$ cat config.mk
export PLATFORM = sky130hd
export DESIGN_NAME = dram_cache_tag_top
export DESIGN_NICKNAME = d
export VERILOG_FILES = /design/src/verilog/dram_cache_pkg.sv /design/src/verilog/index_extractor.sv /design/src/verilog/tag_fifo.sv /design/src/verilog/tag_array.sv /design/src/verilog/tag_lookup.sv /design/src/verilog/dram_cache_tag_top.sv
export SDC_FILE = /design/constraint.sdc
export NUM_CORES = 2
export LEC_CHECK = 0
export BUFFER_PORTS_ARGS = -buffer_cell sky130_fd_sc_hd__buf_2
export CAP_MARGIN = 20
export CORE_ASPECT_RATIO = 0.8
export CORE_MARGIN = 5
export CORE_UTILIZATION = 67
export DETAILED_ROUTE_END_ITERATION = 6
export PLACE_DENSITY = 0.95
export SLEW_MARGIN = 20
export SYNTH_ARGS = -nofsm -noshare
export SYNTH_HDL_FRONTEND = slang
export SYNTH_MEMORY_MAX_BITS = 65536
export SYNTH_SLANG_ARGS = --single-unit
$ cat constraint.sdc
create_clock -name clk -period 10.8 [get_ports clk]
set_clock_uncertainty 0.1 [all_clocks]
set_input_delay 1.08 -clock clk [delete_from_list [all_inputs] [get_ports clk]]
set_output_delay 1.08 -clock clk [all_outputs]
set_load 0.01 [all_outputs]
$ cat src/verilog/dram_cache_pkg.sv
package dram_cache_pkg;

	localparam int ADDR_WIDTH     = 32;
	localparam int OFFSET_WIDTH   = 6;
	localparam int INDEX_WIDTH    = 8;
	localparam int TAG_WIDTH      = ADDR_WIDTH - INDEX_WIDTH - OFFSET_WIDTH;
	localparam int TID_WIDTH      = 16;
	localparam int NUM_SETS       = 1 << INDEX_WIDTH;
	localparam int FIFO_DEPTH     = 4;
	localparam int FIFO_AFULL     = 2;
	localparam int FIFO_PTR_WIDTH = 2;

	typedef struct packed {
		logic [TAG_WIDTH-1:0]    tag;
		logic [INDEX_WIDTH-1:0]  index;
		logic [OFFSET_WIDTH-1:0] offset;
	} addr_fields_t;

	// one processor address, taken whole or split into cache fields
	typedef union packed {
		logic [ADDR_WIDTH-1:0] raw;
		addr_fields_t          f;
	} cache_addr_u;

	// pending request with a zero tid for writes
	typedef struct packed {
		logic                 is_write;
		logic [TID_WIDTH-1:0] tid;
		cache_addr_u          addr;
	} tag_req_t;

	typedef struct packed {
		logic                 valid;
		logic [TAG_WIDTH-1:0] tag;
	} tag_entry_t;

	typedef struct packed {
		logic                   we;
		logic [INDEX_WIDTH-1:0] index;
		tag_entry_t             entry;
	} tag_update_t;

	typedef struct packed {
		logic                 hit;
		logic                 is_write;
		logic [TID_WIDTH-1:0] tid;
		cache_addr_u          addr;
	} lookup_result_t;

endpackage

$ cat src/verilog/index_extractor.sv
`timescale 1ns/10ps

module index_extractor (
	input  logic                                   clk,
	input  logic                                   rst_n,

	// read address channel from the processor
	input  logic [dram_cache_pkg::ADDR_WIDTH-1:0]  ar_addr_i,
	input  logic                                   ar_valid_i,
	output logic                                   ar_ready_o,

	// write address channel from the processor
	input  logic [dram_cache_pkg::ADDR_WIDTH-1:0]  aw_addr_i,
	input  logic                                   aw_valid_i,
	output logic                                   aw_ready_o,

	// index read toward the tag array
	output logic                                   idx_valid_o,
	output logic [dram_cache_pkg::INDEX_WIDTH-1:0] idx_index_o,
	input  logic                                   idx_ready_i,

	// tag FIFO write side
	input  logic                                   fifo_afull_i,
	output logic                                   fifo_push_o,
	output dram_cache_pkg::tag_req_t               fifo_entry_o
);
	import dram_cache_pkg::*;

	typedef enum logic {
		S_IDLE,
		S_REQ
	} state_t;

	state_t               state_q, state_d;
	logic                 arb_q, arb_d;
	logic [TID_WIDTH-1:0] tid_q, tid_d;
	logic                 push_q, push_d;
	logic                 idx_valid_q, idx_valid_d;
	tag_req_t             entry_q, entry_d;

	logic                 can_accept;
	logic                 sel_read;
	logic                 sel_write;
	logic                 take_read;
	logic                 take_write;

	// arb_q set means the write side goes first next time
	assign sel_read   = !aw_valid_i || !arb_q;
	assign sel_write  = !ar_valid_i || arb_q;
	assign can_accept = (state_q == S_IDLE) && !fifo_afull_i;

	assign ar_ready_o = can_accept && sel_read;
	assign aw_ready_o = can_accept && sel_write;

	assign take_read  = ar_valid_i && ar_ready_o;
	assign take_write = aw_valid_i && aw_ready_o;

	always_comb begin
		state_d     = state_q;
		arb_d       = arb_q;
		tid_d       = tid_q;
		push_d      = 1'b0;
		idx_valid_d = idx_valid_q;
		entry_d     = entry_q;

		case (state_q)
			S_IDLE: begin
				if (take_read) begin
					entry_d.is_write = 1'b0;
					entry_d.tid      = tid_q;
					entry_d.addr.raw = ar_addr_i;
					tid_d            = tid_q + 1'b1;
					arb_d            = 1'b1;
					push_d           = 1'b1;
					idx_valid_d      = 1'b1;
					state_d          = S_REQ;
				end else if (take_write) begin
					entry_d.is_write = 1'b1;
					entry_d.tid      = '0;
					entry_d.addr.raw = aw_addr_i;
					arb_d            = 1'b0;
					push_d           = 1'b1;
					idx_valid_d      = 1'b1;
					state_d          = S_REQ;
				end
			end
			S_REQ: begin
				// hold the index request until the tag array takes it
				if (idx_ready_i) begin
					idx_valid_d = 1'b0;
					state_d     = S_IDLE;
				end
			end
			default: begin
				state_d = S_IDLE;
			end
		endcase
	end

	always_ff @(posedge clk) begin
		if (!rst_n) begin
			state_q     <= S_IDLE;
			arb_q       <= 1'b0;
			tid_q       <= TID_WIDTH'(1);
			push_q      <= 1'b0;
			idx_valid_q <= 1'b0;
		end else begin
			state_q     <= state_d;
			arb_q       <= arb_d;
			tid_q       <= tid_d;
			push_q      <= push_d;
			idx_valid_q <= idx_valid_d;
		end
	end

	always_ff @(posedge clk) begin
		entry_q <= entry_d;
	end

	assign idx_valid_o  = idx_valid_q;
	assign idx_index_o  = entry_q.addr.f.index;
	assign fifo_push_o  = push_q;
	assign fifo_entry_o = entry_q;

endmodule

$ cat src/verilog/tag_fifo.sv
`timescale 1ns/10ps

module tag_fifo (
	input  logic                     clk,
	input  logic                     rst_n,

	input  logic                     push_i,
	input  dram_cache_pkg::tag_req_t entry_i,

	input  logic                     pop_i,
	output dram_cache_pkg::tag_req_t head_o,
	output logic                     not_empty_o,
	output logic                     afull_o
);
	import dram_cache_pkg::*;

	tag_req_t                mem [FIFO_DEPTH];
	logic [FIFO_PTR_WIDTH-1:0] wr_ptr_q;
	logic [FIFO_PTR_WIDTH-1:0] rd_ptr_q;
	logic [FIFO_PTR_WIDTH:0]   count_q;

	logic                      do_push;
	logic                      do_pop;

	// a push into a full queue or a pop from an empty one is dropped
	assign do_push = push_i && (count_q < FIFO_DEPTH);
	assign do_pop  = pop_i && (count_q != '0);

	always_ff @(posedge clk) begin
		if (do_push) begin
			mem[wr_ptr_q] <= entry_i;
		end
	end

	always_ff @(posedge clk) begin
		if (!rst_n) begin
			wr_ptr_q <= '0;
			rd_ptr_q <= '0;
			count_q  <= '0;
		end else begin
			if (do_push) begin
				wr_ptr_q <= wr_ptr_q + 1'b1;
			end
			if (do_pop) begin
				rd_ptr_q <= rd_ptr_q + 1'b1;
			end
			case ({do_push, do_pop})
				2'b10:   count_q <= count_q + 1'b1;
				2'b01:   count_q <= count_q - 1'b1;
				default: count_q <= count_q;
			endcase
		end
	end

	assign head_o      = mem[rd_ptr_q];
	assign not_empty_o = (count_q != '0);
	assign afull_o     = (count_q >= FIFO_AFULL);

endmodule

$ cat src/verilog/tag_array.sv
`timescale 1ns/10ps

module tag_array (
	input  logic                                   clk,
	input  logic                                   rst_n,

	// index read request
	input  logic                                   idx_valid_i,
	input  logic [dram_cache_pkg::INDEX_WIDTH-1:0] idx_index_i,
	output logic                                   idx_ready_o,

	// registered read response
	output logic                                   rsp_valid_o,
	output dram_cache_pkg::tag_entry_t             rsp_entry_o,
	input  logic                                   rsp_ready_i,

	// tag install from the lookup stage
	input  dram_cache_pkg::tag_update_t            update_i
);
	import dram_cache_pkg::*;

	logic [NUM_SETS-1:0]  valid_q;
	logic [TAG_WIDTH-1:0] tag_mem [NUM_SETS];

	logic                 rsp_valid_q;
	tag_entry_t           rsp_entry_q;

	logic                 rd_fire;
	tag_entry_t           rd_entry;

	// a new read waits until the single response slot drains
	assign idx_ready_o = !rsp_valid_q;
	assign rd_fire     = idx_valid_i && idx_ready_o;

	// write-first when the update hits the index being read
	always_comb begin
		if (update_i.we && (update_i.index == idx_index_i)) begin
			rd_entry = update_i.entry;
		end else begin
			rd_entry.valid = valid_q[idx_index_i];
			rd_entry.tag   = tag_mem[idx_index_i];
		end
	end

	always_ff @(posedge clk) begin
		if (!rst_n) begin
			valid_q <= '0;
		end else if (update_i.we) begin
			valid_q[update_i.index] <= update_i.entry.valid;
		end
	end

	always_ff @(posedge clk) begin
		if (update_i.we) begin
			tag_mem[update_i.index] <= update_i.entry.tag;
		end
	end

	always_ff @(posedge clk) begin
		if (!rst_n) begin
			rsp_valid_q <= 1'b0;
		end else if (rd_fire) begin
			rsp_valid_q <= 1'b1;
		end else if (rsp_ready_i) begin
			rsp_valid_q <= 1'b0;
		end
	end

	always_ff @(posedge clk) begin
		if (rd_fire) begin
			rsp_entry_q <= rd_entry;
		end
	end

	assign rsp_valid_o = rsp_valid_q;
	assign rsp_entry_o = rsp_entry_q;

endmodule

$ cat src/verilog/tag_lookup.sv
`timescale 1ns/10ps

module tag_lookup (
	input  logic                           clk,
	input  logic                           rst_n,

	// response from the tag array
	input  logic                           rsp_valid_i,
	input  dram_cache_pkg::tag_entry_t     rsp_entry_i,
	output logic                           rsp_ready_o,

	// oldest pending request
	input  dram_cache_pkg::tag_req_t       head_i,
	input  logic                           not_empty_i,
	output logic                           pop_o,

	// allocate on miss
	output dram_cache_pkg::tag_update_t    update_o,

	output logic                           result_valid_o,
	output dram_cache_pkg::lookup_result_t result_o
);
	import dram_cache_pkg::*;

	logic           accept;
	logic           hit;
	logic           result_valid_q;
	lookup_result_t result_q;

	// a response is only taken when its request is already queued
	assign rsp_ready_o = not_empty_i;
	assign accept      = rsp_valid_i && not_empty_i;
	assign pop_o       = accept;

	assign hit = rsp_entry_i.valid && (rsp_entry_i.tag == head_i.addr.f.tag);

	// reads and writes both install the tag on a miss
	always_comb begin
		update_o.we          = accept && !hit;
		update_o.index       = head_i.addr.f.index;
		update_o.entry.valid = 1'b1;
		update_o.entry.tag   = head_i.addr.f.tag;
	end

	always_ff @(posedge clk) begin
		if (!rst_n) begin
			result_valid_q <= 1'b0;
		end else begin
			result_valid_q <= accept;
		end
	end

	always_ff @(posedge clk) begin
		if (accept) begin
			result_q.hit      <= hit;
			result_q.is_write <= head_i.is_write;
			result_q.tid      <= head_i.tid;
			result_q.addr     <= head_i.addr;
		end
	end

	assign result_valid_o = result_valid_q;
	assign result_o       = result_q;

endmodule

$ cat src/verilog/dram_cache_tag_top.sv
`timescale 1ns/10ps

module dram_cache_tag_top (
	input  logic                                  clk,
	input  logic                                  rst_n,

	input  logic [dram_cache_pkg::ADDR_WIDTH-1:0] ar_addr_i,
	input  logic                                  ar_valid_i,
	output logic                                  ar_ready_o,

	input  logic [dram_cache_pkg::ADDR_WIDTH-1:0] aw_addr_i,
	input  logic                                  aw_valid_i,
	output logic                                  aw_ready_o,

	output logic                                  result_valid_o,
	output dram_cache_pkg::lookup_result_t        result_o
);
	import dram_cache_pkg::*;

	logic                   idx_valid;
	logic [INDEX_WIDTH-1:0] idx_index;
	logic                   idx_ready;

	logic                   fifo_push;
	tag_req_t               fifo_entry;
	logic                   fifo_afull;
	logic                   fifo_pop;
	tag_req_t               fifo_head;
	logic                   fifo_not_empty;

	logic                   rsp_valid;
	tag_entry_t             rsp_entry;
	logic                   rsp_ready;

	tag_update_t            tag_update;

	index_extractor i_index_extractor (
		.clk          (clk),
		.rst_n        (rst_n),
		.ar_addr_i    (ar_addr_i),
		.ar_valid_i   (ar_valid_i),
		.ar_ready_o   (ar_ready_o),
		.aw_addr_i    (aw_addr_i),
		.aw_valid_i   (aw_valid_i),
		.aw_ready_o   (aw_ready_o),
		.idx_valid_o  (idx_valid),
		.idx_index_o  (idx_index),
		.idx_ready_i  (idx_ready),
		.fifo_afull_i (fifo_afull),
		.fifo_push_o  (fifo_push),
		.fifo_entry_o (fifo_entry)
	);

	tag_fifo i_tag_fifo (
		.clk         (clk),
		.rst_n       (rst_n),
		.push_i      (fifo_push),
		.entry_i     (fifo_entry),
		.pop_i       (fifo_pop),
		.head_o      (fifo_head),
		.not_empty_o (fifo_not_empty),
		.afull_o     (fifo_afull)
	);

	tag_array i_tag_array (
		.clk         (clk),
		.rst_n       (rst_n),
		.idx_valid_i (idx_valid),
		.idx_index_i (idx_index),
		.idx_ready_o (idx_ready),
		.rsp_valid_o (rsp_valid),
		.rsp_entry_o (rsp_entry),
		.rsp_ready_i (rsp_ready),
		.update_i    (tag_update)
	);

	tag_lookup i_tag_lookup (
		.clk            (clk),
		.rst_n          (rst_n),
		.rsp_valid_i    (rsp_valid),
		.rsp_entry_i    (rsp_entry),
		.rsp_ready_o    (rsp_ready),
		.head_i         (fifo_head),
		.not_empty_i    (fifo_not_empty),
		.pop_o          (fifo_pop),
		.update_o       (tag_update),
		.result_valid_o (result_valid_o),
		.result_o       (result_o)
	);

endmodule

==> results of run 1 <==
cell usage after synthesis, drive strengths merged, types with 7 or more instances:
cell type / n
a22oi: 73
xnor2: 30
edfxtp: 4922
nor4b: 14
nor2b: 48
a211oi: 29
nor2: 163
nand3: 18
o21ai: 78
nor3: 150
and3: 8
nand4: 14
and2: 28
nand2: 307
clkbuf: 281
mux2i: 120
mux4: 1544
nand3b: 7
xor2: 13
dfxtp: 287
buf: 211
inv: 15
nand2b: 9
o21a: 182
a21oi: 21
per-layer routing:
layer / GRT overflow / GRT usage
met1: 6 / 0.627
met5: 0 / 0.333
met2: 20 / 0.783
met3: 5 / 0.513
met4: 30 / 0.614
metrics by stage:
step	setup slack [ns]	hold slack [ns]
detailed placement	4.37	0.348
global placement	4.63	0.328
floorplan	5.16	0.317
CTS	4.17	0.271
cell families after synthesis:
kind of cell	after synthesis	share of synthesized area
DFF	5209	0.772
muxes	1668	0.181
and+or+nand+nor	782	0.0189
buffers and inverters	508	0.0105
AOI/OAI and AO/OA	413	0.0145
xor gates and xnor gates	43	0.00189
adders and majority gates	7	0.000478
==> flow_summary.ini, run 1 <==
[clocking]
cts_made_buffers = 449
htreeDepth = 5
root_buffer = clkbuf_16
cts_setup_buffers = 0
hold_buffers = 0
cts.path.max_buffers = 4
numClockSinks = 5209
cts_resized = 0

[yosys]
synth-warning-count = 0
synth_top_area_frac = 0.744
ys.flop_type = edfxtp_1
syn_avg_cell_area_sq_um = 23.0
ys_top_cells_by_area = edfxtp_1 (74%), mux4_2 (17%), dfxtp_1 (2.9%), o21a_1 (0.69%), mux2i_1 (0.60%)
synth.distinct_cells = 57
synth_nets = 8705
ys_ff_latch = 5209
synth_top_cell_by_area = edfxtp_1
async_flop_share = 0
syn_inst = 8630
syn-cell-area_sq_um = 199000
synth-edff-count = 4922
ys_seq_area_frac = 0.772

[grt]
grtUsageTotal = 0.637
grt_max_degree = 218
grt_overflow = 61
antenna_found_initial = 287

[place]
gp_congestion = 0.940
hpwlAfterDp_microns = 405000
place_area_sq_um = 206000
placed_cells = 12500
portBuffers = 120

[run_status]
outcome = aborted with a tool error
stop_error = [ERROR GRT-0232] Routing congestion too high. Check the congestion heatmap in the GUI.
haltStage = global routing

[floorplan]
fp.dieW_microns = 619
rows = 178
pin_count = 121
start_util = 0.675
fp.dieH_microns = 497
==> run 2: changes to the inputs <==
Settings changed: CORE_ASPECT_RATIO 0.8 to not set, CORE_UTILIZATION 67 to 40, PLACE_DENSITY 0.95 to not set, PLACE_DENSITY_LB_ADDON set to 0.15.
==> run 2 against run 1 <==
Compared with the run above: the run now ends clean; area after synthesis is the same; synthesized cell count stayed put.
==> flow_summary.ini, run 2 <==
[setup_path]
worst_ep_required_time_ns = 11.53
slowest_delay_ns = 1.05
setup.worst_path.end = i_tag_array.tag_mem[109][10]
cp_num_cells = 11
cpMaxStageDelayCell = mux4_4
crit_fanout = 44
critPathKind = register to register
crit_family = buffers and inverters
r2r.worst_path.cells = 11
end_kind = register
rrSetupSlack_ns = 4.54
worstSetupStartpointType = register
crit_chain = buf_4 > mux4_4 > buf_16 > xnor2_1 > nand4_1 > or3_1 > o211ai_1 > buf_4 > buf_4 > nor2_2 > buf_4
cp_common_cell = buf_4
r2r-end = i_tag_array.tag_mem[109][10]
worst-path-buf-inv = 5
cp.arrival_ns = 6.99

[clocking]
htreeDepth = 6
cts.clk_slew.worst_paths_ns = 0.06
cts_resized = 0
cts.path.max_buffers = 4
hold_buffers = 0
root_buffer = clkbuf_16
cts_tree = built
insertion_delay_ns = 1.07
cts_setup_buffers = 0
cts_made_buffers = 552
numClockSinks = 5209

[grt]
grt_pass1_wl_microns = 792000
grt_overflow = 0
grtUsageTotal = 0.221
antenna_found_initial = 53
grt_pass1_vias = 95500
grt_max_degree = 186

[routing]
vias = 94900
drtAntennaViolNets = 0
drt_iter0_drc = 11500
wl_per_cell_microns = 34.9
routed_wl_microns = 570000
vias_per_cell = 5.80
drt-pass1-iter-count = 6
drc = 0

[floorplan]
start_util = 0.400
fp.dieW_microns = 715
coreArea_sq_um = 496000
fp.dieH_microns = 715
pin_count = 121
dieArea_sq_um = 511000
rows = 259

[yosys]
synth-edff-count = 4922
ys_seq_area_frac = 0.772
synth_nets = 8705
ys_top_cells_by_area = edfxtp_1 (74%), mux4_2 (17%), dfxtp_1 (2.9%), o21a_1 (0.69%), mux2i_1 (0.60%)
syn_avg_cell_area_sq_um = 23.0
yosysMostFrequentCell = edfxtp_1
synth_top_cell_by_area = edfxtp_1
ys.flop_type = edfxtp_1
synth.distinct_cells = 57
synth-warning-count = 0
syn_inst = 8630
ys_ff_latch = 5209
synth_top_area_frac = 0.744
ys_top_cells_by_count = edfxtp_1 (4922), mux4_2 (1544), nand2_1 (307)
async_flop_share = 0
syn-cell-area_sq_um = 199000

[layout]
regMostFlops = i_tag_array.tag_mem
drive_gt1_frac = 0.327
final_nets = 9308
final_cell_mix = edfxtp_1 (4922), mux4_2 (1526), clkbuf_16 (560)
largest_reg_flops = 4608
area_delta_synth_final_pct = 14.9
final_cell_area_sq_um = 228000
fill_cells = 40900
top_regs = i_tag_array.tag_mem (4608), i_tag_array.valid_q (256), i_tag_fifo.mem (196)
layout_commonest_cell = edfxtp_1

[timing]
setup_viol = 0
fin_crit_ns = 6.26
relSlewSlack = 0.147
hold_violations = 0
tightest_slew_ns = 1.27
fin_tns_setup_ns = 0
timing.final.crit_share = 0.580
slew_violations = 0
rsz0062_at_grt = false
fmax_ghz = 0.160

[place]
portBuffers = 120
gp_congestion = 0.849
hpwlAfterDp_microns = 348000
place_area_sq_um = 210000

[run_status]
outcome = finished, final reports clean

[hold_path]
hp-class = input port to register

[power_and_ir_drop]
power_density_nw_per_um2 = 251
leakagePower_nw = 70.8
p_total_mw = 57.3
ir_drop_mv = 0.216

[run]
maxCapViolCount = 0
==> run 2: logic make-up after synthesis <==
kind of cell / Yosys count / synth area share
XOR/XNOR: 43 / 0.00189
AO/OA/AOI/OAI: 413 / 0.0145
multiplexers: 1668 / 0.181
adder cells (fa/ha/maj): 7 / 0.000478
flip-flops: 5209 / 0.772
AND/OR/NAND/NOR: 782 / 0.0189
buffers and inverters: 508 / 0.0105
==> run 2: routing by layer <==
metal	vias to the layer above	share of wire	track usage
li1	37900	-	-
met1	52400	0.42	0.316
met2	3876	0.48	0.353
met3	751	0.072	0.0351
met4	8	0.031	0.0618
met5	-	0.00029	0.00187
==> run 2: worst min-delay path by stage <==
stage,start,end,slack [ns],cells after the start
after floorplan,i_tag_array.valid_q[192],i_tag_array.valid_q[192],0.32,2
after global placement,i_tag_array.valid_q[114],i_tag_array.valid_q[114],0.33,2
after detailed placement,i_tag_array.valid_q[83],i_tag_array.valid_q[83],0.34,2
after CTS,ar_addr_i[4],i_index_extractor.fifo_entry_o[4],0.12,3
after global routing,ar_addr_i[13],i_index_extractor.fifo_entry_o[13],0.17,3
final,ar_addr_i[4],i_index_extractor.fifo_entry_o[4],0.21,3
==> run 2: power breakdown <==
group | total [mW] | leakage (nW) | internal [mW] | switching [mW]
sequential | 24.5 | 46.6 | 24.3 | 0.173
combinational | 14.3 | 15.6 | 4.88 | 9.40
clock | 18.6 | 8.61 | 10.6 | 8.00
==> run 2: per-stage QoR <==
stage,util,std cells,worst slack [ns],hold slack (ns)
2_1_floorplan,-,8630,5.16,0.317
3_3_place_gp,0.424,15300,4.46,0.328
3_5_place_dp,0.424,15300,4.50,0.337
4_1_cts,0.460,16300,4.48,0.116
5_1_grt,0.460,16300,4.26,0.173
6_report,0.460,16400,4.54,0.215
==> run 2: layout make-up <==
type / instances / area [sq um] / area share
Antenna cell: 23 / 57.6 / 0.000252
Clock buffer: 705 / 14700 / 0.0645
Clock inverter: 295 / 2990 / 0.0131
Inverter: 16 / 60.1 / 0.000263
Multi-Input combinational cell: 2913 / 44500 / 0.195
Sequential cell: 5209 / 154000 / 0.672
Tap cell: 6655 / 8330 / 0.0365
Timing Repair Buffer: 541 / 4190 / 0.0184
==> run 2: worst reg2reg max path, stage by stage (launching register included) <==
cell,delay [ns]
dfxtp_4,0.62
buf_4,0.64
mux4_4,1.07
buf_16,0.33
xnor2_1,0.23
nand4_1,0.15
or3_1,0.49
o211ai_1,0.33
buf_4,0.61
buf_4,0.74
nor2_2,0.45
buf_4,0.29
Power figures use the tool's default switching activity.
